### config.mk
export PLATFORM = sky130hd
export DESIGN_NAME = mem_arbiter
export DESIGN_NICKNAME = d
export VERILOG_FILES = /design/src/logic/cpu_bus_pkg.sv /design/src/logic/mem_arbiter.sv
export SDC_FILE = /design/constraint.sdc
export NUM_CORES = 1
export LEC_CHECK = 0
export ABC_AREA = 1
export BUFFER_PORTS_ARGS = -buffer_cell sky130_fd_sc_hd__buf_2
export CAP_MARGIN = 30
export CORE_AREA = 2 2 66 68
export CTS_BUF_LIST = sky130_fd_sc_hd__clkbuf_4 sky130_fd_sc_hd__clkbuf_8
export DETAILED_ROUTE_END_ITERATION = 6
export DIE_AREA = 0 0 68 70
export GPL_TIMING_DRIVEN = 0
export MAX_ROUTING_LAYER = met4
export PLACE_DENSITY_LB_ADDON = 0.12
export RECOVER_POWER = 25
export REMOVE_ABC_BUFFERS = 1
export SYNTH_ARGS = -nofsm -noshare
export SYNTH_HDL_FRONTEND = slang
export SYNTH_SLANG_ARGS = --single-unit
### constraint.sdc
create_clock -name clk -period 2.2 [get_ports clk]
set_input_delay 0.44 -clock clk [delete_from_list [all_inputs] [get_ports clk]]
set_output_delay 0.44 -clock clk [all_outputs]
set_load 0.02 [all_outputs]
### src/logic/cpu_bus_pkg.sv
package cpu_bus_pkg;

  // Cache geometry
  localparam int cache_lines = 64;
  localparam int line_words = 8;
  localparam int index_bits = $clog2(cache_lines);
  localparam int offset_bits = $clog2(line_words);
  // Word address is bits 19 to 1, the rest is tag
  localparam int tag_bits = 19 - index_bits - offset_bits;

  // One request on a 16-bit memory bus
  typedef struct packed {
    logic        access;
    logic        wr_en;
    logic        io;
    logic [19:1] addr;
    logic [15:0] data;
    logic [1:0]  bytesel;
  } bus_req_t;

  // Ack is a single-cycle pulse, read data valid with it
  typedef struct packed {
    logic        ack;
    logic [15:0] data;
  } bus_rsp_t;

  // I/O bus request, 64K byte port space
  typedef struct packed {
    logic        access;
    logic        wr_en;
    logic [15:1] addr;
    logic [15:0] data;
    logic [1:0]  bytesel;
  } io_req_t;

endpackage

### src/logic/mem_arbiter.sv
`timescale 1ns/1ps

module mem_arbiter (
  input  logic                  clk,
  input  logic                  arst_n,
  input  cpu_bus_pkg::bus_req_t instr_req,
  input  cpu_bus_pkg::bus_req_t data_req,
  input  cpu_bus_pkg::bus_rsp_t down_rsp,
  output cpu_bus_pkg::bus_rsp_t instr_rsp,
  output cpu_bus_pkg::bus_rsp_t data_rsp,
  output cpu_bus_pkg::bus_req_t down_req
);

  typedef enum logic [1:0] {
    grant_idle,
    grant_instr,
    grant_data
  } grant_t;

  grant_t grant;

  // Grant taken only from idle, held until the downstream ack
  always_ff @(posedge clk or negedge arst_n) begin
    if (!arst_n) begin
      grant <= grant_idle;
    end else begin
      case (grant)
        grant_idle: begin
          // Data side has priority over fetch
          if (data_req.access) begin
            grant <= grant_data;
          end else if (instr_req.access) begin
            grant <= grant_instr;
          end
        end
        default: begin
          if (down_rsp.ack) begin
            grant <= grant_idle;
          end
        end
      endcase
    end
  end

  // Granted request goes downstream, nothing while idle
  always_comb begin
    down_req = '0;
    case (grant)
      grant_instr: down_req = instr_req;
      grant_data:  down_req = data_req;
      default:     down_req = '0;
    endcase
  end

  // Response steered back only to the owner of the grant
  always_comb begin
    instr_rsp = '0;
    data_rsp = '0;
    if (grant == grant_instr) begin
      instr_rsp = down_rsp;
    end
    if (grant == grant_data) begin
      data_rsp = down_rsp;
    end
  end

endmodule

==> flow_summary.json <==
{
  "cp_max_fo": 13,
  "wl_met2_microns": 2240,
  "fin_ws_ns": 0.0846,
  "ant_nets": 0,
  "ioPinCount": 173,
  "ys_async_sr_fraction": 1.00,
  "vias": 1860,
  "die_height_microns": 70,
  "fmax_mhz": 473,
  "synthesis.area_sq_um": 986,
  "final_cells": 440,
  "synth_common_cells": "nand2_1, a21oi_1, inv_1",
  "synth_edf_count": 0,
  "drc": 0,
  "syn_to_final_growth_pct": 104,
  "post_drt_wl_per_cell_microns": 10.1,
  "clk_latency_ns": 0.21,
  "synth_top_area_share": 0.453,
  "gp_congestion": 0.790,
  "clk_pin_slew_worst_paths_ns": 0.03,
  "cts_buffers": 3,
  "grt_first_pass_wirelength_microns": 6560,
  "core_sq_mm": 0.00414,
  "synth_top_area_cell": "nand2_1",
  "cp-end-kind": "output pin",
  "cts_tree": "yes",
  "r2r_start": "grant[0]",
  "hold_class": "in -> async",
  "grt_usage": 0.174,
  "synthCells": 222,
  "clock_sinks": 2,
  "period_needed_ns": 2.12,
  "grt_pass1_vias": 1672,
  "final_layout_size_suffix_gt1_frac": 0.474,
  "synth_area_leaders": "nand2_1, a21oi_1, inv_1, dfrtp_1, buf_4",
  "cts-hold-fix-buffers": 0,
  "met1_length_microns": 1750,
  "maxSlewViolCount": 0,
  "die_area_sq_mm": 0.00476,
  "peakVddDrop_mv": 0.675,
  "cp.required_ns": 1.76,
  "start_kind": "register",
  "ys_dominant_reg_cell": "dfrtp_1",
  "critPathKind": "reg -> out",
  "fin_util": 0.485,
  "highest_layer": "met4",
  "p_leak_nw": 1.40,
  "root_buffer": "clkbuf_8",
  "fin_nets": 492,
  "htree_levels": 1,
  "routed_wl_microns": 4450,
  "firstDrtPassIters": 4,
  "grt_max_degree": 34,
  "hold_viol": 0,
  "finalClockSkew_ns": 0.000671,
  "regArea_sq_um": 51.3,
  "p_per_area_mw_per_mm2": 1360,
  "biggestRegsByFlops": "grant (2)",
  "dpl.hpwl_microns": 3410,
  "top_register": "grant",
  "multi_input_area_sq_um": 736,
  "outcome": "finished clean",
  "fp-row-count": 24,
  "cts_buffer_depth": 2,
  "yosysWarnings": 0,
  "maxCapViolCount": 0,
  "min_period_over_period": 0.962,
  "drt_first_iter_violations": 54,
  "ys_seq_area_frac": 0.0508,
  "fillers": 469,
  "synth.distinct_cells": 11,
  "max-slew-margin-rel": 0.834,
  "overflow": 0,
  "yosysMostFrequentCell": "nand2_1",
  "crit_arrival_ns": 1.68,
  "setup_viol": 0,
  "ys_seq_elements": 2,
  "numPortBuffers": 172,
  "insertedDiodeCount": 0,
  "rsz0062_at_grt": "no",
  "via_per_inst": 4.23,
  "avgSynthCellArea_sq_um": 4.44,
  "initial_core_util": 0.238,
  "startpoint": "grant[0]",
  "antenna_found_initial": 0,
  "preCtsSetupSlack_ns": 0.0869,
  "dr_wl_met3_microns": 439,
  "worstMarginPinSlew_ns": 0.249,
  "dieWidth_microns": 68,
  "dp.cells": 433,
  "largest_reg_flops": 2
}
## worst max-delay path, stage by stage (launching register included)
cell,delay (ns)
dfrtp_2,0.39
inv_1,0.09
ha_1,0.33
clkinvlp_4,0.13
buf_4,0.20
a21oi_1,0.15
buf_4,0.16
## cells by family after synthesis
| kind of cell | count (synthesis) | synth area share |
|---|---|---|
| adder cells (fa/ha/maj) | 3 | 0.0381 |
| AO/OA/AOI/OAI | 41 | 0.208 |
| flip-flops | 2 | 0.0508 |
| buffers and inverters | 54 | 0.236 |
| AND/OR/NAND/NOR | 122 | 0.467 |
## layout make-up
| cell class | instances | area share |
|---|---|---|
| timing repair buffer | 179 | 0.483 |
| multi-input combinational | 166 | 0.366 |
| sequential | 2 | 0.0255 |
| inverter | 38 | 0.0729 |
| clock buffer | 3 | 0.0205 |
| tap | 52 | 0.0324 |
## layer usage
layer,track usage,up-vias
met4,0.0467,0
met5,-,-
met1,0.173,769
li1,-,990
met3,0.0209,4
met2,0.340,97
## power breakdown
part           leakage (nW)  total [W]  switching (W)  internal, W
logic                  1.35    0.00251        0.00162     0.000894
registers            0.0239  0.0000788      0.0000214    0.0000573
clock network        0.0216   0.000145      0.0000293     0.000116
## path summary, 6_finish.rpt
check | endpoint | slack [ns] | cells past startpoint
min reg2reg | grant[1] | 0.54 | 2
min | grant[0] | 0.01 | 1
max in group asynchronous | grant[0] | 2.05 | 1
max | down_req[13] | 0.08 | 6
max reg2reg | grant[0] | 1.09 | 5
min in group clk | grant[0] | 0.47 | 3
## stage by stage
step                      instance area (sq um)  setup TNS (ns)  hold slack, ns  total power (W)
after floorplan                             896           -8.98           0.144          0.00151
after global placement                     1820          -51.38           0.226          0.00228
after detailed placement                   1900               0           0.228          0.00245
after CTS                                  1970               0         0.00690          0.00269
after global routing                       2010               0          0.0140          0.00299
final                                      2010               0          0.0115          0.00273
## repair_timing
item                       in CTS  in global routing
resized for setup               3                  5
pin swaps                       0                  1
buffers inserted                1                  3
setup endpoints to repair      43                 41
## layout by cell type, fill, tap and decap left out
cell	count
nand3_1	2
dfrtp_2	1
nand2_1	119
inv_1	37
buf_16	2
a21oi_1	38
clkbuf_1	4
buf_12	1
clkbuf_2	10
o21ai_0	1
a21oi_2	2
buf_2	157
clkbuf_8	4
ha_1	1
nor2_1	1
dfrtp_1	1
buf_4	4
clkinvlp_4	1
ha_4	2
(Power assumes the default switching activity.)
